$ cat src/hw/soc_pkg.sv
// soc package: native bus widths, address map, register offsets and interrupt bits
package soc_pkg;

  // native bus widths
  parameter int ADDR_W = 32;
  parameter int DATA_W = 32;
  parameter int STRB_W = DATA_W / 8;

  // address map, each register target owns one 4 KiB window
  parameter logic [ADDR_W-1:0] SRAM_BASE    = 32'h0000_0000;
  parameter logic [ADDR_W-1:0] SYSCTRL_BASE = 32'h1000_0000;
  parameter logic [ADDR_W-1:0] DMA_BASE     = 32'h1000_1000;
  parameter logic [ADDR_W-1:0] TGT_SPAN     = 32'h0000_1000;

  // identification word of the system control block
  parameter logic [DATA_W-1:0] SYSCTRL_ID_VALUE = 32'h50C0_0101;

  // system control register offsets
  parameter logic [ADDR_W-1:0] REG_IRQ_PEND = 32'h0;
  parameter logic [ADDR_W-1:0] REG_IRQ_EN   = 32'h4;
  parameter logic [ADDR_W-1:0] REG_SCRATCH  = 32'h8;
  parameter logic [ADDR_W-1:0] REG_ID       = 32'hC;

  // dma register offsets
  parameter logic [ADDR_W-1:0] REG_DMA_SRC  = 32'h0;
  parameter logic [ADDR_W-1:0] REG_DMA_DST  = 32'h4;
  parameter logic [ADDR_W-1:0] REG_DMA_LEN  = 32'h8;
  parameter logic [ADDR_W-1:0] REG_DMA_CTRL = 32'hC;

  // interrupt vector layout
  parameter int IRQ_W        = 2;
  parameter int IRQ_DMA_DONE = 0;
  parameter int IRQ_EXTN     = 1;

endpackage

$ cat src/hw/sysctrl.sv
`timescale 1ns/10ps
// system control block: irq pending/enable registers, scratch, id word and combined irq
module sysctrl (
  input  logic                       clk_i,
  input  logic                       reset_i,
  input  logic                       valid_i,
  input  logic [soc_pkg::ADDR_W-1:0] addr_i,
  input  logic [soc_pkg::DATA_W-1:0] wdata_i,
  input  logic [soc_pkg::STRB_W-1:0] wstrb_i,
  output logic [soc_pkg::DATA_W-1:0] rdata_o,
  output logic                       ready_o,
  input  logic                       dma_done_i,
  input  logic                       extn_irq_i,
  output logic                       irq_o
);
  import soc_pkg::*;

  logic              access;
  logic              wr;
  logic              ready_q;
  logic [DATA_W-1:0] rdata_q;
  logic [DATA_W-1:0] rd_word;
  logic [IRQ_W-1:0]  pend_q;
  logic [IRQ_W-1:0]  en_q;
  logic [IRQ_W-1:0]  irq_set;
  logic [IRQ_W-1:0]  irq_clr;
  logic [DATA_W-1:0] scratch_q;
  logic              irq_q;

  assign access = valid_i & ~ready_q;
  assign wr     = access & (|wstrb_i);

  // gather interrupt sources into the vector
  always_comb begin
    irq_set               = '0;
    irq_set[IRQ_DMA_DONE] = dma_done_i;
    irq_set[IRQ_EXTN]     = extn_irq_i;
  end

  // write one to clear
  assign irq_clr = (wr && addr_i == REG_IRQ_PEND) ? wdata_i[IRQ_W-1:0] : '0;

  always_comb begin
    rd_word = '0;
    case (addr_i)
      REG_IRQ_PEND: rd_word[IRQ_W-1:0] = pend_q;
      REG_IRQ_EN:   rd_word[IRQ_W-1:0] = en_q;
      REG_SCRATCH:  rd_word = scratch_q;
      REG_ID:       rd_word = SYSCTRL_ID_VALUE;
      default:      rd_word = '0;
    endcase
  end

  always_ff @(posedge clk_i) begin
    if (reset_i) begin
      ready_q   <= 1'b0;
      pend_q    <= '0;
      en_q      <= '0;
      scratch_q <= '0;
      irq_q     <= 1'b0;
    end else begin
      ready_q <= access;
      // a new event beats a clear in the same cycle
      pend_q  <= (pend_q & ~irq_clr) | irq_set;
      irq_q   <= |(pend_q & en_q);
      if (wr && addr_i == REG_IRQ_EN) begin
        en_q <= wdata_i[IRQ_W-1:0];
      end
      if (wr && addr_i == REG_SCRATCH) begin
        for (int b = 0; b < STRB_W; b++) begin
          if (wstrb_i[b]) begin
            scratch_q[8*b +: 8] <= wdata_i[8*b +: 8];
          end
        end
      end
    end
  end

  always_ff @(posedge clk_i) begin
    if (access) begin
      rdata_q <= rd_word;
    end
  end

  assign rdata_o = rdata_q;
  assign ready_o = ready_q;
  assign irq_o   = irq_q;

endmodule

$ cat config.mk
export PLATFORM = sky130hd
export DESIGN_NAME = sysctrl
export DESIGN_NICKNAME = d
export VERILOG_FILES = /design/src/hw/soc_pkg.sv /design/src/hw/sysctrl.sv
export SDC_FILE = /design/constraint.sdc
export NUM_CORES = 1
export LEC_CHECK = 0
export BUFFER_PORTS_ARGS = -buffer_cell sky130_fd_sc_hd__buf_2
export CAP_MARGIN = 40
export CELL_PAD_IN_SITES_DETAIL_PLACEMENT = 1
export CELL_PAD_IN_SITES_GLOBAL_PLACEMENT = 2
export CORE_MARGIN = 4
export CORE_UTILIZATION = 31
export DETAILED_ROUTE_END_ITERATION = 8
export PLACE_DENSITY_LB_ADDON = 0.1
export SETUP_SLACK_MARGIN = 0.1
export SYNTH_ARGS = -nofsm -noshare
export SYNTH_HDL_FRONTEND = slang
export SYNTH_SLANG_ARGS = --single-unit
$ cat constraint.sdc
create_clock -name clk_i -period 2.2 [get_ports clk_i]
set_clock_uncertainty 0.05 [all_clocks]
set_input_delay 0.11 -clock clk_i [delete_from_list [all_inputs] [get_ports clk_i]]
set_output_delay 0.11 -clock clk_i [all_outputs]
set_load 0.01 [all_outputs]
==> impl_metrics.py <==
metrics = {
    "status": {
        "status": "finished, final reports clean",
    },
    "power": {
        "p_leak_nw": 1.78,
        "p_per_area_nw_per_um2": 701,
        "p_total_mw": 3.04,
        "peakVddDrop_uv": 340,
    },
    "cells_and_area": {
        "nNetsFinal": 482,
        "mostFrequentLayoutCells": "buf_2 (106), dfxtp_1 (38), nand4_1 (36)",
        "final_util_pct": 44.3,
        "n_antenna_cell": 0,
        "syn2layout_area_growth_pct": 38.7,
        "final_common_cell": "buf_2",
        "drive_gt1_share_pct": 34.3,
    },
    "cts": {
        "clkTransAtPathRegs_ps": 80,
        "insertion_delay_ps": 340,
        "postCtsSetupRepairBufs": 0,
        "tritoncts": "built",
        "cts.sinks": 70,
        "cts_made_buffers": 9,
        "cts-resized-gates": 0,
        "root_buffer": "clkbuf_8",
        "h-tree-depth": 3,
        "clockBufferDepth": 2,
        "hold_buffers": 34,
    },
    "route": {
        "drc": 0,
        "drt_iter0_drc": 90,
        "dr.pass1.iters": 4,
        "vias_per_cell": 5.12,
        "routed_wl_um": 9250,
        "vias": 2802,
        "wl_per_cell_um": 16.9,
        "antenna_left": 0,
    },
    "yosys": {
        "synth_area_per_cell_um2": 11.2,
        "ys_seq_area_share_pct": 55.1,
        "async_reset_ff_share_pct": 0,
        "synth_area_leaders": "edfxtp_1 (31%), dfxtp_1 (24%), o31ai_1 (8.2%)",
        "yosysTopAreaCell": "edfxtp_1",
        "synth_area_um2": 3120,
        "synth_cell_types": 33,
        "syn-instance-count": 280,
        "synth-edff-count": 32,
        "ys.flop_type": "dfxtp_1",
        "ys_warn_count": 0,
        "synth_fp_nets": 353,
        "synth_seq_cells": 70,
        "synth_top_area_share_pct": 30.8,
    },
    "worst_setup_path": {
        "critical_path_class": "register to register",
        "r2r_cells": 5,
        "worstPathArrival_ps": 2010,
        "crit_fanout": 19,
        "reg2reg_setup_slack_ps": 400,
        "reg2reg_to": "scratch_q[26]",
        "worst_ep_required_time_ps": 2420,
        "cp-end-kind": "register",
        "endpoint": "scratch_q[26]",
        "startpoint_type": "register",
        "rr_startpoint": "ready_o",
        "crit_start": "ready_o",
    },
    "sta": {
        "clock.fmax_mhz": 556,
        "whs_ps": 82.4,
        "worst_pin_slew_ps": 795,
        "setup_violations": 0,
        "setup_ws_ps": 401,
        "finalHoldViolCount": 0,
        "period_needed_ps": 1800,
        "period_share_pct": 81.8,
        "tns_ps": 0,
        "rsz0062_at_grt": "false",
        "drv_slew": 0,
        "max_slew_margin_pct": 47.0,
    },
    "job": {
        "cap_violations": 0,
    },
    "place": {
        "place_ws_ps": 400,
        "dp_hpwl_um": 6050,
        "io_buffers": 106,
        "place_congestion": 0.733,
    },
    "floorplanning": {
        "initial_core_util_pct": 32.0,
        "num_io_pins": 107,
        "core-area_um2": 9770,
        "die_area_um2": 11700,
        "fp.dieH_um": 108,
        "num_rows": 36,
        "die_w_um": 108,
    },
    "grt": {
        "gr-total-overflow": 0,
        "antenna_found_initial": 0,
        "grt_pass1_vias": 2956,
        "grt_pass1_wl_um": 14800,
        "grt_usage_pct": 16.1,
        "grt_max_degree": 61,
    },
    "min_path": {
        "hold_class": "input port to register",
    },
}
==> worst max-delay path, cell delays in order (launching register included) <==
cell and delay (ps):
dfxtp_1 310, nand2b_1 210, inv_2 320, and2_0 470, nand4_1 170, a21oi_1 190
==> metal layers <==
metal  routed length (um)  track usage [%]  up-vias
li1                     -                -     1366
met1                 4100             20.1     1340
met2                 4430             27.5       89
met3                  626             4.72        7
met4                   89             4.06        0
met5                    0                0        -
==> flip-flops by register name, indices dropped and copies added, names as in the netlist <==
name	count
en_q	2
irq_o	1
pend_q	2
rdata_o	32
ready_o	1
scratch_q	32
==> cells by family (layout without fill, tap and decap cells) <==
kind of cell           Yosys count  count (layout)  synth area share [%]
and+or+nand+nor                 94              94                  21.2
AOI/OAI and AO/OA               81              81                  16.9
DFF                             70              70                  55.1
buffers and inverters           33             167                  6.13
muxes                            2               2                 0.641
==> through the flow <==
| stage | instance area, um^2 | instances |
|---|---|---|
| after floorplan | 3120 | 280 |
| after global placement | 3720 | 497 |
| after detailed placement | 3720 | 497 |
| after CTS | 4330 | 547 |
| after global routing | 4330 | 547 |
| final | 4330 | 547 |
==> worst min-delay path by stage <==
stage                     slack, ps         from  cells after the start       endpoint
after floorplan                 160   wdata_i[0]                      1      pend_q[0]
after global placement          320  wdata_i[17]                      3  scratch_q[17]
after detailed placement        330  wdata_i[15]                      3  scratch_q[15]
after CTS                        70      valid_i                      3        ready_o
after global routing            130      valid_i                      3        ready_o
final                            80      valid_i                      3        ready_o
==> final cells by class <==
class                   count  area (um^2)
well taps                 133          166
fillers                  1114         5440
multi-input cells         177         1210
repair buffers            147          948
inverters                   4         15.0
clock buffers               9          124
flip-flops and latches     70         1720
clock inverters             7          143
==> Yosys cell counts, types with 2 or more instances <==
cell type and number:
o211a_1 5, nand2_1 4, inv_1 3, nor4_2 4, edfxtp_1 32, a31oi_1 3, nand4_1 36, o31ai_1 34
clkbuf_1 16, nor4_1 2, and3_1 26, nor4_4 3, o21bai_1 2, dfxtp_1 38, buf_6 7, buf_4 3
and4_1 3, nor2_1 5, and2_0 3, buf_2 3, a21oi_1 34, mux2i_1 2, o21ai_0 2
==> power breakdown <==
group	internal [mW]	switching, mW
logic	0.120	0.133
registers	1.38	0.00842
clock network	0.874	0.516
total	2.38	0.657
Note: power is estimated with default switching activity, not from simulation.
