File: src/hw/soc_pkg.sv
// soc package: native bus widths, address map, register offsets and interrupt bits
package soc_pkg;

  // native bus widths
  parameter int ADDR_W = 32;
  parameter int DATA_W = 32;
  parameter int STRB_W = DATA_W / 8;

  // address map, each register target owns one 4 KiB window
  parameter logic [ADDR_W-1:0] SRAM_BASE    = 32'h0000_0000;
  parameter logic [ADDR_W-1:0] SYSCTRL_BASE = 32'h1000_0000;
  parameter logic [ADDR_W-1:0] DMA_BASE     = 32'h1000_1000;
  parameter logic [ADDR_W-1:0] TGT_SPAN     = 32'h0000_1000;

  // identification word of the system control block
  parameter logic [DATA_W-1:0] SYSCTRL_ID_VALUE = 32'h50C0_0101;

  // system control register offsets
  parameter logic [ADDR_W-1:0] REG_IRQ_PEND = 32'h0;
  parameter logic [ADDR_W-1:0] REG_IRQ_EN   = 32'h4;
  parameter logic [ADDR_W-1:0] REG_SCRATCH  = 32'h8;
  parameter logic [ADDR_W-1:0] REG_ID       = 32'hC;

  // dma register offsets
  parameter logic [ADDR_W-1:0] REG_DMA_SRC  = 32'h0;
  parameter logic [ADDR_W-1:0] REG_DMA_DST  = 32'h4;
  parameter logic [ADDR_W-1:0] REG_DMA_LEN  = 32'h8;
  parameter logic [ADDR_W-1:0] REG_DMA_CTRL = 32'hC;

  // interrupt vector layout
  parameter int IRQ_W        = 2;
  parameter int IRQ_DMA_DONE = 0;
  parameter int IRQ_EXTN     = 1;

endpackage

File: src/hw/nmi_decoder.sv
`timescale 1ns/10ps
// native bus decoder: routes the granted access to sram, sysctrl or dma and answers unmapped ones
module nmi_decoder #(
  parameter int SRAM_WORDS = 1024
) (
  input  logic                       clk_i,
  input  logic                       reset_i,
  input  logic                       bus_valid_i,
  input  logic [soc_pkg::ADDR_W-1:0] bus_addr_i,
  input  logic [soc_pkg::DATA_W-1:0] bus_wdata_i,
  input  logic [soc_pkg::STRB_W-1:0] bus_wstrb_i,
  output logic [soc_pkg::DATA_W-1:0] bus_rdata_o,
  output logic                       bus_ready_o,
  output logic                       sram_valid_o,
  output logic [soc_pkg::ADDR_W-1:0] sram_addr_o,
  output logic [soc_pkg::DATA_W-1:0] sram_wdata_o,
  output logic [soc_pkg::STRB_W-1:0] sram_wstrb_o,
  input  logic [soc_pkg::DATA_W-1:0] sram_rdata_i,
  input  logic                       sram_ready_i,
  output logic                       sys_valid_o,
  output logic [soc_pkg::ADDR_W-1:0] sys_addr_o,
  output logic [soc_pkg::DATA_W-1:0] sys_wdata_o,
  output logic [soc_pkg::STRB_W-1:0] sys_wstrb_o,
  input  logic [soc_pkg::DATA_W-1:0] sys_rdata_i,
  input  logic                       sys_ready_i,
  output logic                       dma_valid_o,
  output logic [soc_pkg::ADDR_W-1:0] dma_addr_o,
  output logic [soc_pkg::DATA_W-1:0] dma_wdata_o,
  output logic [soc_pkg::STRB_W-1:0] dma_wstrb_o,
  input  logic [soc_pkg::DATA_W-1:0] dma_rdata_i,
  input  logic                       dma_ready_i
);
  import soc_pkg::*;

  localparam logic [ADDR_W-1:0] SRAM_SPAN = ADDR_W'(SRAM_WORDS * 4);

  logic [ADDR_W-1:0] sram_off;
  logic [ADDR_W-1:0] sys_off;
  logic [ADDR_W-1:0] dma_off;
  logic              hit_sram;
  logic              hit_sys;
  logic              hit_dma;
  logic              hit_none;
  logic              none_ready_q;

  // offset below span means the address sits inside the window
  assign sram_off = bus_addr_i - SRAM_BASE;
  assign sys_off  = bus_addr_i - SYSCTRL_BASE;
  assign dma_off  = bus_addr_i - DMA_BASE;
  assign hit_sram = sram_off < SRAM_SPAN;
  assign hit_sys  = sys_off < TGT_SPAN;
  assign hit_dma  = dma_off < TGT_SPAN;
  assign hit_none = ~(hit_sram | hit_sys | hit_dma);

  assign sram_valid_o = bus_valid_i & hit_sram;
  assign sram_addr_o  = sram_off;
  assign sram_wdata_o = bus_wdata_i;
  assign sram_wstrb_o = bus_wstrb_i;
  assign sys_valid_o  = bus_valid_i & hit_sys;
  assign sys_addr_o   = sys_off;
  assign sys_wdata_o  = bus_wdata_i;
  assign sys_wstrb_o  = bus_wstrb_i;
  assign dma_valid_o  = bus_valid_i & hit_dma;
  assign dma_addr_o   = dma_off;
  assign dma_wdata_o  = bus_wdata_i;
  assign dma_wstrb_o  = bus_wstrb_i;

  // unmapped responder, one cycle like the real targets
  always_ff @(posedge clk_i) begin
    if (reset_i) begin
      none_ready_q <= 1'b0;
    end else begin
      none_ready_q <= bus_valid_i & hit_none & ~none_ready_q;
    end
  end

  // address is held through the access, so it still selects the responder
  always_comb begin
    if (hit_sram) begin
      bus_ready_o = sram_ready_i;
      bus_rdata_o = sram_rdata_i;
    end else if (hit_sys) begin
      bus_ready_o = sys_ready_i;
      bus_rdata_o = sys_rdata_i;
    end else if (hit_dma) begin
      bus_ready_o = dma_ready_i;
      bus_rdata_o = dma_rdata_i;
    end else begin
      bus_ready_o = none_ready_q;
      bus_rdata_o = '0;
    end
  end

endmodule

File: config.mk
export PLATFORM = sky130hd
export DESIGN_NAME = nmi_decoder
export DESIGN_NICKNAME = d
export VERILOG_FILES = /design/src/hw/soc_pkg.sv /design/src/hw/nmi_decoder.sv
export SDC_FILE = /design/constraint.sdc
export NUM_CORES = 1
export LEC_CHECK = 0
export BUFFER_PORTS_ARGS = -buffer_cell sky130_fd_sc_hd__buf_2
export CAP_MARGIN = 20
export CORE_AREA = 2 2 158 160
export CTS_CLUSTER_SIZE = 28
export DETAILED_ROUTE_END_ITERATION = 6
export DIE_AREA = 0 0 160 162
export PLACE_DENSITY = 0.39
export SETUP_SLACK_MARGIN = 0.02
export SLEW_MARGIN = 0
export SYNTH_ARGS = -nofsm -noshare
export SYNTH_HDL_FRONTEND = slang
export SYNTH_SLANG_ARGS = --single-unit
File: constraint.sdc
create_clock -name clk_i -period 3.9 [get_ports clk_i]
set_clock_uncertainty 0.2 [all_clocks]
set_input_delay 0.78 -clock clk_i [delete_from_list [all_inputs] [get_ports clk_i]]
set_output_delay 0.78 -clock clk_i [all_outputs]
set_load 0.1 [all_outputs]
==> summary.md <==
| Metric | Value |
|---|---|
| Worst path max stage delay | 0.39 ns |
| Leak pwr | 2.10 nW |
| Post-Synthesis Cells | 450 |
| Crit path time final | 4.04 ns |
| Post-DP HPWL | 11300 microns |
| Total track usage | 9.97% |
| Die X | 160 microns |
| Worst Hold Class | register to register |
| Num ports | 410 |
| Syn nets | 625 |
| Design area | 5110 sq um |
| Most common cell after layout, fill and taps aside | buf_2 |
| Most flops, register | none_ready_q |
| Max Freq | 248 MHz |
| Multi-input gate area | about 2200 sq um |
| First-pass GRT wire length | 20200 microns |
| Status | complete, but fails checks |
| Initial Util | about an eighth |
| Setup_tns | -3.16 ns |
| Initial antenna violation count | 1 |
| Number of synthesized flops with an enable pin | 0 |
| Area growth from synthesis to layout | 67.6% |
| Syn_area_per_cell | 6.78 sq um |
| Regs by FF count | none_ready_q (1) |
| Full die area | approximately 26000 sq um |
| Worst skew pair latency | 0 ns |
| Max Slew Vio Count | 0 |
| CP max-delay cell | nor4_4 |
| Commonest non-fill, non-tap cells in the layout | buf_2 (172), buf_4 (66), nor2_1 (45), buf_12 (45), a21oi_1 (33) |
| Vias | between 3000 and 4000 |
| RSZ-0062 raised after global routing | true |
| Worst EP arrival | between 3 and 4 ns |
| Share of layout cells above drive strength 1 | 71.3% |
| Final wirelength | 14900 microns |
| Detailed Routing Iterations Pass 1 | 4 |
| Cell Area, Synth | 3050 sq um |
| DRC violations left | 0 |
| Synth unique cells | 49 |
| Final ANT Viol Nets | 0 |
| Pwr dens | 139 nW/um^2 |
| Die height | 162 microns |
| Via-per-instance ratio | 3.71 |
| Area share of the largest cell type after synthesis | 44.5% |
| Worst-path clk slew | 0.01 ns |
| Vias in the first global route | 3277 |
| Seq cells post-synth | 1 |
| Final #Nets | 721 |
| MaxCap Viol Count | 0 |
| Setup slack, reg-to-reg | a little over 3 ns |
| Port Buffers | 217 |
| Global placement routability congestion | 0.801 |
| Post-layout power | 0.709 mW |
| WS Path Type | input pin to output port |
| Rows | 57 |
| Routed len/inst | roughly 17 microns |
| Failing checks | setup timing |
| Post-synthesis sequential area ratio | less than 1% |
| Largest net degree at the start of global routing | 36 |
| GRT overflow | 0 |
| Setup violations, final | 34 |
| Worst-margin pin slew | 0.508 ns |
| Worst Path Required | approximately 2.9 ns |
| Critical path peak fanout | 8 |
| Hold_buf cts | 0 |
| Ys async rst share | 0% |
| Area of all sequential standard cells | between 20 and 25 sq um |
| Final hold violation count | 0 |
| Worst-path cell chain | buf_6 -> nor4_4 -> buf_4 -> nand4_1 -> buf_4 -> xnor2_4 -> nor4_4 -> buf_6 -> clkbuf_16 -> and4bb_2 -> buf_12 |
| Post-synth top area cell | buf_4 |
| Final Cycle Share | 104% |
| Slew HR | between 60% and 70% |
| Most used DFF post-synth | dfxtp_1 |
| Area after DPL | 4780 sq um |
| Maximum VDD drop | 0.0962 mV |
| # fillers | 2689 |
| Area contributors post-synth | buf_4 (45%), a21oi_1 (9.0%), nor2_1 (5.7%) |
| Core Region | 24100 sq um |
| Max reg flops | 1 |
| Final worst slack | -0.137 ns |
| CP endpoint kind | output port |
| Critical path launch point type | input pin |
| 1st-iter DRT viols | about 140 |
| Synth Warn # | 0 |
area by class of cell:
type	instances	share of cell area, %
Sequential cell	1	0.391
Tap cell	324	7.93
Multi-Input combinational cell	238	42.3
Inverter	10	0.856
Antenna cell	1	0.0489
Timing Repair Buffer	295	48.5
kinds of logic (layout without fill, tap and decap cells):
group,Yosys count,after routing,synth area share [%]
buffers and inverters,211,305,49.7
and+or+nand+nor,130,130,25.3
AOI/OAI and AO/OA,85,85,17.1
xor gates and xnor gates,17,17,4.88
adders and majority gates,5,5,2.05
muxes,1,1,0.369
DFF,1,1,0.656
other,0,1,0
layer usage:
layer / part of all wire (%) / global-route usage (%)
met1: 43 / 12.6
met2: 46 / 16.7
met3: 7.5 / 2.27
met4: 3.7 / 3.28
met5: 0 / 0
worst max-delay path: cells and delay by family:
family	cells	cell delay (ns)
buffers and inverters	6	1.04
AND/OR/NAND/NOR	4	1.08
XOR/XNOR	1	0.14
synthesized netlist by cell type (2+ instances only):
master	count
nand4_1	4
nor4_4	3
nor3_1	5
xnor2_1	10
buf_2	4
o21ai_0	4
nand3_1	26
nand2b_1	2
o21bai_1	2
nor2_1	46
and3b_1	2
or2_2	2
nand2_1	10
or3_1	3
xor2_1	7
clkbuf_1	10
nor4_1	6
buf_4	181
ha_1	5
inv_1	10
nor3_2	2
a31oi_1	2
buf_6	5
nand3_2	10
a21oi_2	10
a21oi_1	55
o31ai_1	2
report_power, final:
| group | switching (mW) | total (mW) | internal [mW] | leakage [nW] |
|---|---|---|---|---|
| logic | 0.494 | 0.697 | 0.203 | 2.09 |
| clock network | 0 | 0.000000710 | 0.000000710 | 0.00000634 |
| registers | 0.000331 | 0.0114 | 0.0111 | 0.00829 |
| total | 0.494 | 0.709 | 0.214 | 2.10 |
metrics by stage:
stage / hold WS, ns / cells / setup WS [ns] / util [%]
after CTS: 0.322 / 860 / -0.156 / 20.2
after detailed placement: 0.320 / 857 / -0.201 / 19.8
after global routing: 0.360 / 868 / -0.265 / 21.2
after global placement: 0.310 / 857 / -0.217 / 19.8
final: 0.317 / 869 / -0.137 / 21.2
after floorplan: 0.285 / 450 / -1.56 / -
repair_timing:
item / CTS / global route
gates resized for setup: 10 / 26
endpoints found under the setup margin: 34 / 34
setup buffers: 2 / 4
gates cloned: 1 / 4
pin swaps: 3 / 10
final timing paths:
| check | start | end | cells after the start |
|---|---|---|---|
| setup / recovery | bus_addr_i[23] | dma_valid_o | 11 |
| hold / removal | none_ready_q | none_ready_q | 3 |
| setup reg to reg | none_ready_q | none_ready_q | 3 |
| hold reg to reg | none_ready_q | none_ready_q | 3 |
Power figures use the tool's default switching activity.
