==> src/hw/soc_pkg.sv <==
// soc package: native bus widths, address map, register offsets and interrupt bits
package soc_pkg;

  // native bus widths
  parameter int ADDR_W = 32;
  parameter int DATA_W = 32;
  parameter int STRB_W = DATA_W / 8;

  // address map, each register target owns one 4 KiB window
  parameter logic [ADDR_W-1:0] SRAM_BASE    = 32'h0000_0000;
  parameter logic [ADDR_W-1:0] SYSCTRL_BASE = 32'h1000_0000;
  parameter logic [ADDR_W-1:0] DMA_BASE     = 32'h1000_1000;
  parameter logic [ADDR_W-1:0] TGT_SPAN     = 32'h0000_1000;

  // identification word of the system control block
  parameter logic [DATA_W-1:0] SYSCTRL_ID_VALUE = 32'h50C0_0101;

  // system control register offsets
  parameter logic [ADDR_W-1:0] REG_IRQ_PEND = 32'h0;
  parameter logic [ADDR_W-1:0] REG_IRQ_EN   = 32'h4;
  parameter logic [ADDR_W-1:0] REG_SCRATCH  = 32'h8;
  parameter logic [ADDR_W-1:0] REG_ID       = 32'hC;

  // dma register offsets
  parameter logic [ADDR_W-1:0] REG_DMA_SRC  = 32'h0;
  parameter logic [ADDR_W-1:0] REG_DMA_DST  = 32'h4;
  parameter logic [ADDR_W-1:0] REG_DMA_LEN  = 32'h8;
  parameter logic [ADDR_W-1:0] REG_DMA_CTRL = 32'hC;

  // interrupt vector layout
  parameter int IRQ_W        = 2;
  parameter int IRQ_DMA_DONE = 0;
  parameter int IRQ_EXTN     = 1;

endpackage

==> src/hw/nmi_arbiter.sv <==
`timescale 1ns/10ps
// native bus arbiter: round-robin between two masters, grant held until the access completes
module nmi_arbiter (
  input  logic                       clk_i,
  input  logic                       reset_i,
  input  logic                       m0_valid_i,
  input  logic [soc_pkg::ADDR_W-1:0] m0_addr_i,
  input  logic [soc_pkg::DATA_W-1:0] m0_wdata_i,
  input  logic [soc_pkg::STRB_W-1:0] m0_wstrb_i,
  output logic [soc_pkg::DATA_W-1:0] m0_rdata_o,
  output logic                       m0_ready_o,
  input  logic                       m1_valid_i,
  input  logic [soc_pkg::ADDR_W-1:0] m1_addr_i,
  input  logic [soc_pkg::DATA_W-1:0] m1_wdata_i,
  input  logic [soc_pkg::STRB_W-1:0] m1_wstrb_i,
  output logic [soc_pkg::DATA_W-1:0] m1_rdata_o,
  output logic                       m1_ready_o,
  output logic                       bus_valid_o,
  output logic [soc_pkg::ADDR_W-1:0] bus_addr_o,
  output logic [soc_pkg::DATA_W-1:0] bus_wdata_o,
  output logic [soc_pkg::STRB_W-1:0] bus_wstrb_o,
  input  logic [soc_pkg::DATA_W-1:0] bus_rdata_i,
  input  logic                       bus_ready_i
);

  logic locked_q;
  logic owner_q;
  logic last_q;
  logic pick;
  logic grant;

  // free bus: favour the master that did not own the last access
  always_comb begin
    if (m0_valid_i && m1_valid_i) begin
      pick = ~last_q;
    end else begin
      pick = m1_valid_i;
    end
  end

  assign grant = locked_q ? owner_q : pick;

  assign bus_valid_o = grant ? m1_valid_i : m0_valid_i;
  assign bus_addr_o  = grant ? m1_addr_i  : m0_addr_i;
  assign bus_wdata_o = grant ? m1_wdata_i : m0_wdata_i;
  assign bus_wstrb_o = grant ? m1_wstrb_i : m0_wstrb_i;

  // response goes back to the owner only
  assign m0_ready_o = ~grant & bus_ready_i;
  assign m0_rdata_o = grant ? '0 : bus_rdata_i;
  assign m1_ready_o = grant & bus_ready_i;
  assign m1_rdata_o = grant ? bus_rdata_i : '0;

  always_ff @(posedge clk_i) begin
    if (reset_i) begin
      locked_q <= 1'b0;
      owner_q  <= 1'b0;
      last_q   <= 1'b1;
    end else if (bus_ready_i) begin
      locked_q <= 1'b0;
      last_q   <= grant;
    end else if (bus_valid_o) begin
      // access in flight, keep it on this master
      locked_q <= 1'b1;
      owner_q  <= grant;
    end
  end

endmodule

==> config.mk <==
export PLATFORM = sky130hd
export DESIGN_NAME = nmi_arbiter
export DESIGN_NICKNAME = d
export VERILOG_FILES = /design/src/hw/soc_pkg.sv /design/src/hw/nmi_arbiter.sv
export SDC_FILE = /design/constraint.sdc
export NUM_CORES = 1
export LEC_CHECK = 0
export ABC_AREA = 1
export BUFFER_PORTS_ARGS = -buffer_cell sky130_fd_sc_hd__buf_2
export CAP_MARGIN = 20
export CORE_AREA = 10 10 112 114
export DETAILED_ROUTE_END_ITERATION = 7
export DIE_AREA = 0 0 122 124
export PLACE_DENSITY_LB_ADDON = 0.1
export REMOVE_ABC_BUFFERS = 1
export SLEW_MARGIN = 15
export SYNTH_ARGS = -nofsm -noshare
export SYNTH_HDL_FRONTEND = slang
export SYNTH_SLANG_ARGS = --single-unit
export TNS_END_PERCENT = 20
==> constraint.sdc <==
create_clock -name clk_i -period 1.7 [get_ports clk_i]
set_clock_uncertainty 0.2 [all_clocks]
set_input_delay 0.51 -clock clk_i [delete_from_list [all_inputs] [get_ports clk_i]]
set_output_delay 0.51 -clock clk_i [all_outputs]
set_load 0.01 [all_outputs]
==> reports/results.ini, run 1 <==
[sta]
max_freq_mhz=460
period_minus_slack_ns=2.17
worstMarginPinSlew_ns=0.148
rsz0062_at_grt=true
hold_viol_final=0
setup_viol=135
relSlewSlack_pct=90.1
holdWs_ns=0.298
finalCritPeriodShare_pct=128
fin_ws_ns=-0.474
drv_slew=0
tns_ns=-54.30

[yosys]
synth.most_common_cell=nand2_1
synth_ff_type=dfxtp_1
synthTopCellsByArea=nand2_1 53%, nor2_1 17%, inv_1 10%, buf_6 5.3%, buf_4 4.6%
yosysWarnings=0
synth-edff-count=0
synth_cells=351
ys_types=16
syn_avg_cell_area_um2=4.21
synth_seq_cells=3
yosys.area.top_type_share_pct=53.3
synth-compound-area-share_pct=0.847
synth-simple-area-share_pct=72.8
synth_top_cell_by_area=nand2_1
synthAdderAreaFrac_pct=0
synth.top_cells.by_count=210 x nand2_1, 66 x nor2_1, 40 x inv_1
muxShareOfSynthArea_pct=0
synthXorXnorAreaFrac_pct=0
netlist_area_um2=1480
synth_top_family_by_area=simple AND/OR/NAND/NOR gates
synth-seq-area-share_pct=4.06
async_flop_share_pct=0

[place]
placed_cell_area_um2=3230
finalWeightedCongestion=0.835
numPortBuffers=307
pre_cts_ws_ns=-0.540
place_hpwl_um=9950

[worst_setup_path]
endpoint_kind=output port
critPathKind=in -> out
crit_path_start_kind=input pin
required_ns=0.99
crit_fanout=9
ff2ff_setup_slack_ns=0.19
cp_data_arrival_time_ns=1.46

[detailed_routing]
drtIter0Drc=105
vias_per_cell=3.97
wirelength_um=12700
vias=3215
avgRoutedWirePerCell_um=15.7
ant_nets=0
drt-pass1-iter-count=4
drc=0

[power]
ir_drop_v=0.000195
power.share.sequential_pct=4.7
p_per_area_nw_per_um2=455
p_sw_mw=0.794
sw_frac_of_total_pct=45.4
power_frac_comb_pct=83.5
leakagePower_nw=2.62
p_int_mw=0.956
clkPwrFrac_pct=11.8

[finish]
stdcell_area_um2=3840
num_antenna_cells=0
nets=848
fin_util_pct=37.6
syn2layout_area_growth_pct=160
drive_gt1_share_pct=56.8

[floorplanning]
die_x_um=122
initial_core_util_pct=14.4
dieArea_um2=15100
die_h_um=124
fp-row-count=37
ioPinCount=308
coreArea_um2=10200

[cts]
cts_buffers=3
root_buffer=clkbuf_8
cts_tree=done
clockBufferDepth=2
clkSinkCount=3
hold_buffers=0
clk_pin_slew_worst_paths_ns=0.03
worstSkewPairLatency_ns=0.21
cts_max_level=1

[global_route]
grt_max_degree=29
grt_pass1_vias=3198
grt-ovfl-total=0
grt_util_all_layers_pct=13.8
antenna_found_initial=0
grt_pass1_wl_um=16800

[run_status]
outcome=finished, violations left
failed_checks=setup timing

[run]
maxCapViolCount=0

[hold_path]
hp-class=reg -> reg

==> worst paths after layout <==
| kind | from | end | cells past startpoint |
|---|---|---|---|
| hold reg to reg | last_q$_SDFFE_PP1P_ | last_q$_SDFFE_PP1P_ | 2 |
| setup reg to reg | owner_q$_SDFFE_PP0P_ | owner_q$_SDFFE_PP0P_ | 8 |
| hold / removal | last_q$_SDFFE_PP1P_ | last_q$_SDFFE_PP1P_ | 2 |
| setup / recovery | m0_valid_i | m1_rdata_o[0] | 9 |
==> repair_timing <==
action / in CTS / in global routing
pin swaps: 6 / 2
setup endpoints to repair: 135 / 135
gates resized for setup: 39 / 40
gates cloned: 5 / 4
buffers inserted: 3 / 2
==> kinds of logic (layout without fill, tap and decap cells) <==
group | after synthesis | count (layout)
AOI/OAI and AO/OA | 2 | 2
buffers and inverters | 63 | 386
DFF | 3 | 3
and+or+nand+nor | 283 | 283
==> flip-flops by register name (all words and copies together) (netlist names) <==
| register | cells |
|---|---|
| owner_q | 1 |
| last_q | 1 |
| locked_q | 1 |
==> worst max-delay path, stage by stage <==
cell and delay, ns:
buf_8 0.10, nand2_4 0.06, nand3_4 0.09, nand2_8 0.12
inv_12 0.07, buf_12 0.14, buf_6 0.11, nor2_1 0.10
buf_2 0.15
==> power groups by stage <==
stage / sequential, mW / combinational, mW / clock, mW
6_report: 0.0819 / 1.46 / 0.206
5_1_grt: 0.0830 / 1.60 / 0.220
4_1_cts: 0.0814 / 1.37 / 0.211
3_5_place_dp: 0.0810 / 1.19 / 0
3_3_place_gp: 0.0810 / 1.19 / 0
2_1_floorplan: 0.0796 / 0.516 / 0
==> final cells by class <==
type	count	area [um2]
Tap cell	136	170
Multi-Input combinational cell	285	1210
Fill cell	1153	6390
Sequential cell	3	65.1
Inverter	41	166
Timing Repair Buffer	341	2190
Clock buffer	4	45.0
==> metrics by stage <==
stage | power [mW] | cells
after floorplan | 0.595 | 329
after global placement | 1.27 | 792
after detailed placement | 1.27 | 792
after CTS | 1.66 | 804
after global routing | 1.90 | 810
final | 1.75 | 810
==> cells in the final DEF, fill, tap and decap left out <==
master / instances
nand2_8: 1
clkbuf_1: 1
dfxtp_1: 1
buf_8: 1
dfxtp_2: 1
nand2_1: 204
or2_2: 1
nor2_4: 1
inv_12: 1
clkbuf_16: 4
nand2_2: 4
nand2_4: 2
dfxtp_4: 1
buf_2: 291
nand4_1: 1
buf_12: 7
buf_4: 13
nand3_4: 1
inv_1: 38
nand3_1: 2
nor2_2: 24
inv_2: 2
nor2_1: 41
a21oi_1: 1
o211ai_1: 1
buf_16: 6
buf_6: 19
clkbuf_8: 3
and2_1: 1
==> routing by layer <==
metal	vias up	part of all wire (%)	global-route usage, %	wire length (um)
met2	174	54	27.4	6910
met4	0	1.2	2.91	155
met5	-	0	0	0
met3	14	11	5.02	1380
li1	1650	-	-	-
met1	1377	33	13.1	4250
Power figures use the tool's default switching activity.
==> inputs of run 2 (changes only) <==
CELL_PAD_IN_SITES_DETAIL_PLACEMENT = 1   (was default)
CELL_PAD_IN_SITES_GLOBAL_PLACEMENT = 2   (was default)
CORE_AREA = default   (was 10 10 112 114)
CORE_MARGIN = 10   (was default)
CORE_UTILIZATION = 10   (was default)
DIE_AREA = default   (was 0 0 122 124)
==> run 2 against run 1 <==
  * The run still ends with setup timing left
  * Non-clock buffer count unchanged
  * Maximum frequency decreased by 1.7%
  * Sequential cell count is the same
  * Cell count grew 5.9%
  * Combinational power up 21%
  * Critical path depth did not move
  * Critical endpoint is now bus_addr_o[29]
  * Largest power group unchanged
==> reports/results.ini, run 2 (same netlist as run 1, synthesis figures left out) <==
[run_status]
outcome=finished, violations left
failed_checks=setup timing

[sta]
period_minus_slack_ns=2.21  ; +0.0386 ns
finalCritPeriodShare_pct=130  ; +2.3 points
drv_slew=0  ; unchanged
setup_viol=135  ; unchanged
fin_ws_ns=-0.513  ; -0.0386 ns
hold_viol_final=0  ; unchanged
max_freq_mhz=452  ; -1.7%
rsz0062_at_grt=true
tns_ns=-56.32  ; -2.02 ns
worstMarginPinSlew_ns=0.147  ; -0.00116 ns
relSlewSlack_pct=90.2  ; about the same

[global_route]
antenna_found_initial=0  ; unchanged
grt_max_degree=27  ; -6.9%
grt_util_all_layers_pct=13.3  ; -0.47 points
grt_pass1_wl_um=21200  ; +26%
grt_pass1_vias=3457  ; +8.1%
grt-ovfl-total=0  ; unchanged

[power]
ir_drop_v=0.000483  ; +150%
p_per_area_nw_per_um2=494  ; +8.6%
leakagePower_nw=2.84  ; +8.3%
finalPower_mw=2.22  ; +27%

[floorplanning]
die_h_um=142  ; +14%
ioPinCount=308  ; unchanged
fp-row-count=44  ; +19%
dieArea_um2=20000  ; +32%
coreArea_um2=14500  ; +42%
initial_core_util_pct=10.2  ; -4.3 points
die_x_um=142  ; +16%

[worst_setup_path]
critPathMaxStageDelay_ns=0.18  ; +0.03 ns
endpoint_kind=output port
worstPathCellList=buf_8 > nand2_4 > nand3_4 > nand2_8 > buf_12 > clkbuf_16 > nand2_2 > nand2_1 > buf_2
crit_fanout=7  ; -2
cp_data_arrival_time_ns=1.50  ; +0.04 ns
crit_path_start_kind=input pin
cpMaxStageDelayCell=clkbuf_16
critPathTopFamily=buffers and inverters
critPathKind=in -> out
crit_buf_inv=4  ; -1
required_ns=0.99  ; about the same

[finish]
final_cells=858  ; +5.9%
num_antenna_cells=0  ; unchanged
final_common_cell=buf_2
drive_gt1_share_pct=67.7  ; +11 points
nets=848  ; unchanged
mostFrequentLayoutCells=262 x buf_2, 141 x nand2_1, 54 x nand2_2
top_regs=last_q x1, locked_q x1, owner_q x1
syn2layout_area_growth_pct=204
nFillCells=1903  ; +65%

[place]
place_hpwl_um=11600  ; +17%
dp_cells=833  ; +5.2%
pre_cts_ws_ns=-0.592  ; -0.0521 ns
finalWeightedCongestion=0.750  ; -10%
numPortBuffers=307  ; unchanged

[cts]
clockBufferDepth=2  ; unchanged
hold_buffers=0  ; unchanged
cts_max_level=1  ; unchanged
cts_buffers=3  ; unchanged
cts_tree=done
worstSkewPairLatency_ns=0.22  ; about the same
root_buffer=clkbuf_16
clk_pin_slew_worst_paths_ns=0.03  ; about the same
clkSinkCount=3  ; unchanged

[detailed_routing]
wirelength_um=15600  ; +23%
vias=3360  ; +4.5%
drtIter0Drc=71  ; -32%
vias_per_cell=3.92  ; -1.3%
ant_nets=0  ; unchanged
drc=0  ; unchanged
avgRoutedWirePerCell_um=18.2  ; +16%
drt-pass1-iter-count=4  ; unchanged

[run]
maxCapViolCount=0  ; unchanged

[hold_path]
hp-class=reg -> reg

==> run 2: cell count changes in the layout (fill, tap and decap cells not counted), moves of 5 or more <==
| cell | before | now |
|---|---|---|
| nand2_1 | 204 | 141 |
| nor2_1 | 41 | 30 |
| nand2_2 | 4 | 54 |
| nor2_2 | 24 | 33 |
| nand2_4 | 2 | 15 |
| clkbuf_16 | 4 | 9 |
| buf_6 | 19 | 43 |
| buf_2 | 291 | 262 |
==> run 2: worst paths after layout <==
check        slack (ns)              endpoint                   from  depth (start not counted)
max reg2reg        0.18  owner_q$_SDFFE_PP0P_  locked_q$_SDFFE_PP0P_                          8
min reg2reg        0.29   last_q$_SDFFE_PP1P_    last_q$_SDFFE_PP1P_                          2
min                0.29   last_q$_SDFFE_PP1P_    last_q$_SDFFE_PP1P_                          2
max               -0.51        bus_addr_o[29]             m0_valid_i                          9
==> run 2: routing by layer <==
metal	up-vias	wire length (um)	global-route usage, %
li1	1653	-	-
met1	1542	5200	12.7
met2	159	8940	27.0
met3	6	1400	4.91
met4	0	51	0.807
met5	-	0	0
==> run 2: repair_timing <==
action                                  in CTS  in global routing
setup buffers                                5                  2
gates resized for setup                     86                126
pin swaps                                   12                 45
cloned                                      10                  6
endpoints found under the setup margin     135                135
==> run 2: layout make-up <==
class	count	area (um2)	share of cell area, %
repair buffers	341	2480	55.2
inverters	41	170	3.79
clock buffers	4	78.8	1.75
flip-flops and latches	3	65.1	1.45
well taps	184	230	5.12
multi-input cells	285	1470	32.6
==> run 2: worst min-delay path, cell delays in order (launching register included) <==
cell	delay, ns
dfxtp_2	0.34
a21oi_1	0.07
nand2_1	0.05
==> run 2: through the flow <==
step           instance area, um2  hold slack (ns)  util (%)
2_1_floorplan                1300            0.233         -
3_3_place_gp                 3220            0.267      22.2
3_5_place_dp                 3220            0.273      22.2
4_1_cts                      3940            0.293      27.1
5_1_grt                      4500            0.310      30.9
6_report                     4500            0.286      30.9
==> run 2: report_power, final <==
part / total, mW / internal, mW / switching, mW
Sequential: 0.0818 / 0.0765 / 0.00530
Combinational: 1.77 / 0.889 / 0.877
Clock: 0.374 / 0.310 / 0.0648
Total: 2.22 / 1.28 / 0.947
==> inputs of run 3 (changes only) <==
CORE_ASPECT_RATIO = 0.75   (was default)
==> run 3 against run 2 <==
  * Maximum frequency rose by 1.9%
  * Cell count rose by 2.1%
  * Routed wire length decreased by 3.4%
  * Final area fell by 2.1%
  * First-iteration DRC count grew 14%
  * Die area increased by 0.25%
  * Global-route usage is 0.81 points lower
  * Non-clock buffer count grew 1
  * The run still ends with setup timing left
  * Power down 1.9%
  * Sequential power up 1%
==> reports/results.ini, run 3 (same netlist as run 1, synthesis figures left out) <==
[detailed_routing]
vias=3291  ; -2.1%
avgRoutedWirePerCell_um=17.2  ; -5.4%
drtIter0Drc=81  ; +14%
drc=0  ; unchanged
vias_per_cell=3.76  ; -4.1%
wirelength_um=15100  ; -3.4%
ant_nets=0  ; unchanged
drt-pass1-iter-count=4  ; unchanged

[floorplanning]
dieArea_um2=20100  ; +0.25%
ioPinCount=308  ; unchanged
initial_core_util_pct=10.2  ; +0.056 points
die_h_um=125  ; -12%
die_x_um=160  ; +13%
fp-row-count=38  ; -14%
coreArea_um2=14500  ; -0.55%

[cts]
clockBufferDepth=2  ; unchanged
cts_max_level=1  ; unchanged
root_buffer=clkbuf_16
clk_pin_slew_worst_paths_ns=0.03  ; about the same
clkSinkCount=3  ; unchanged
worstSkewPairLatency_ns=0.22  ; about the same
cts_tree=done
cts_buffers=3  ; unchanged

[finish]
ff_latch_area_um2=66.3  ; +1.9%
top_regs=last_q x1, locked_q x1, owner_q x1
final_common_cell=buf_2
final_cells=876  ; +2.1%
nets=850  ; +0.24%
drive_gt1_share_pct=62.6  ; -5.1 points
num_antenna_cells=0  ; unchanged
syn2layout_area_growth_pct=198
multi_input_area_um2=1320  ; -10%
fin_util_pct=30.5  ; -0.47 points
nFillCells=1931  ; +1.5%
mostFrequentLayoutCells=250 x buf_2, 169 x nand2_1, 56 x buf_6

[power]
p_per_area_nw_per_um2=495  ; +0.21%
ir_drop_v=0.000225  ; -53%
leakagePower_nw=2.78  ; -2.1%

[global_route]
grt-ovfl-total=0  ; unchanged
antenna_found_initial=0  ; unchanged
grt_util_all_layers_pct=12.5  ; -0.81 points
grt_pass1_vias=3433  ; -0.69%
grt_max_degree=29  ; +7.4%
grt_pass1_wl_um=20200  ; -4.6%

[worst_setup_path]
cpMaxStageDelayCell=clkbuf_16
critPathMaxStageDelay_ns=0.16  ; -0.02 ns
crit_path_start_kind=input pin
endpoint_kind=output port
critPathKind=in -> out
worstPathCellList=buf_8 > nand2_4 > nand3_4 > nand2_8 > buf_8 > clkbuf_16 > nand2_1 > nand2_1 > buf_2
cp_data_arrival_time_ns=1.46  ; -0.04 ns
critPathTopFamily=buffers and inverters
crit_buf_inv=4  ; unchanged
required_ns=0.99  ; about the same
crit_fanout=8  ; +1

[sta]
drv_slew=0  ; unchanged
worstMarginPinSlew_ns=0.159  ; +0.0119 ns
relSlewSlack_pct=89.4  ; -0.80 points
period_minus_slack_ns=2.17  ; -0.0415 ns
fin_ws_ns=-0.471  ; +0.0415 ns
finalCritPeriodShare_pct=128  ; -2.4 points
setup_viol=135  ; unchanged
rsz0062_at_grt=true
hold_viol_final=0  ; unchanged
holdWs_ns=0.289  ; +0.00261 ns
max_freq_mhz=461  ; +1.9%

[place]
finalWeightedCongestion=0.744  ; -0.83%
place_hpwl_um=11700  ; +0.84%
dp_cells=855  ; +2.6%
numPortBuffers=307  ; unchanged

[run]
maxCapViolCount=0  ; unchanged

[run_status]
outcome=finished, violations left
failed_checks=setup timing

[hold_path]
hp-class=reg -> reg

==> run 3: cell type report <==
| type | instances | area share, % |
|---|---|---|
| Timing Repair Buffer | 342 | 57.1 |
| Multi-Input combinational cell | 285 | 29.9 |
| Tap cell | 200 | 5.68 |
| Inverter | 41 | 3.78 |
| Clock buffer | 4 | 1.79 |
| Sequential cell | 3 | 1.51 |
| Timing Repair inverter | 1 | 0.199 |
==> run 3: routing by layer <==
layer	vias up	routed length [um]	global-route usage (%)
li1	1657	-	-
met1	1444	6050	12.5
met2	186	7290	23.1
met3	4	1640	6.16
met4	0	78	2.10
met5	-	0	0
==> run 3: stage by stage <==
stage	TNS, ns	instance area (um2)	power [mW]	setup slack (ns)
2_1_floorplan	-202.04	1300	0.595	-1.76
6_report	-54.00	4400	2.18	-0.471
5_1_grt	-60.88	4400	2.36	-0.524
4_1_cts	-58.03	3680	1.85	-0.470
3_5_place_dp	-63.77	3330	1.32	-0.540
3_3_place_gp	-61.73	3330	1.31	-0.514
==> run 3: what timing repair did <==
action | in CTS | in global routing
pin swaps | 4 | 51
setup endpoints to repair | 135 | 135
cloned | 3 | 11
setup buffers | 3 | 1
hold buffers | 0 | 0
resized for setup | 39 | 129
==> run 3: final timing paths <==
check	slack, ns	from	end	depth (start not counted)
hold reg to reg	0.29	last_q$_SDFFE_PP1P_	last_q$_SDFFE_PP1P_	2
hold / removal	0.29	last_q$_SDFFE_PP1P_	last_q$_SDFFE_PP1P_	2
setup reg to reg	0.21	locked_q$_SDFFE_PP0P_	owner_q$_SDFFE_PP0P_	8
setup / recovery	-0.47	m0_valid_i	bus_wdata_o[21]	9
==> run 3: worst min-delay path, cell delays in order, from the launching register on <==
cell and delay (ns):
dfxtp_2 0.34, a21oi_1 0.07, nand2_1 0.05
==> run 3: where the power goes <==
group / switching [mW] / internal (mW) / leakage, nW
sequential: 0.00598 / 0.0769 / 0.0257
combinational: 0.837 / 0.887 / 2.72
clock: 0.0649 / 0.310 / 0.0382
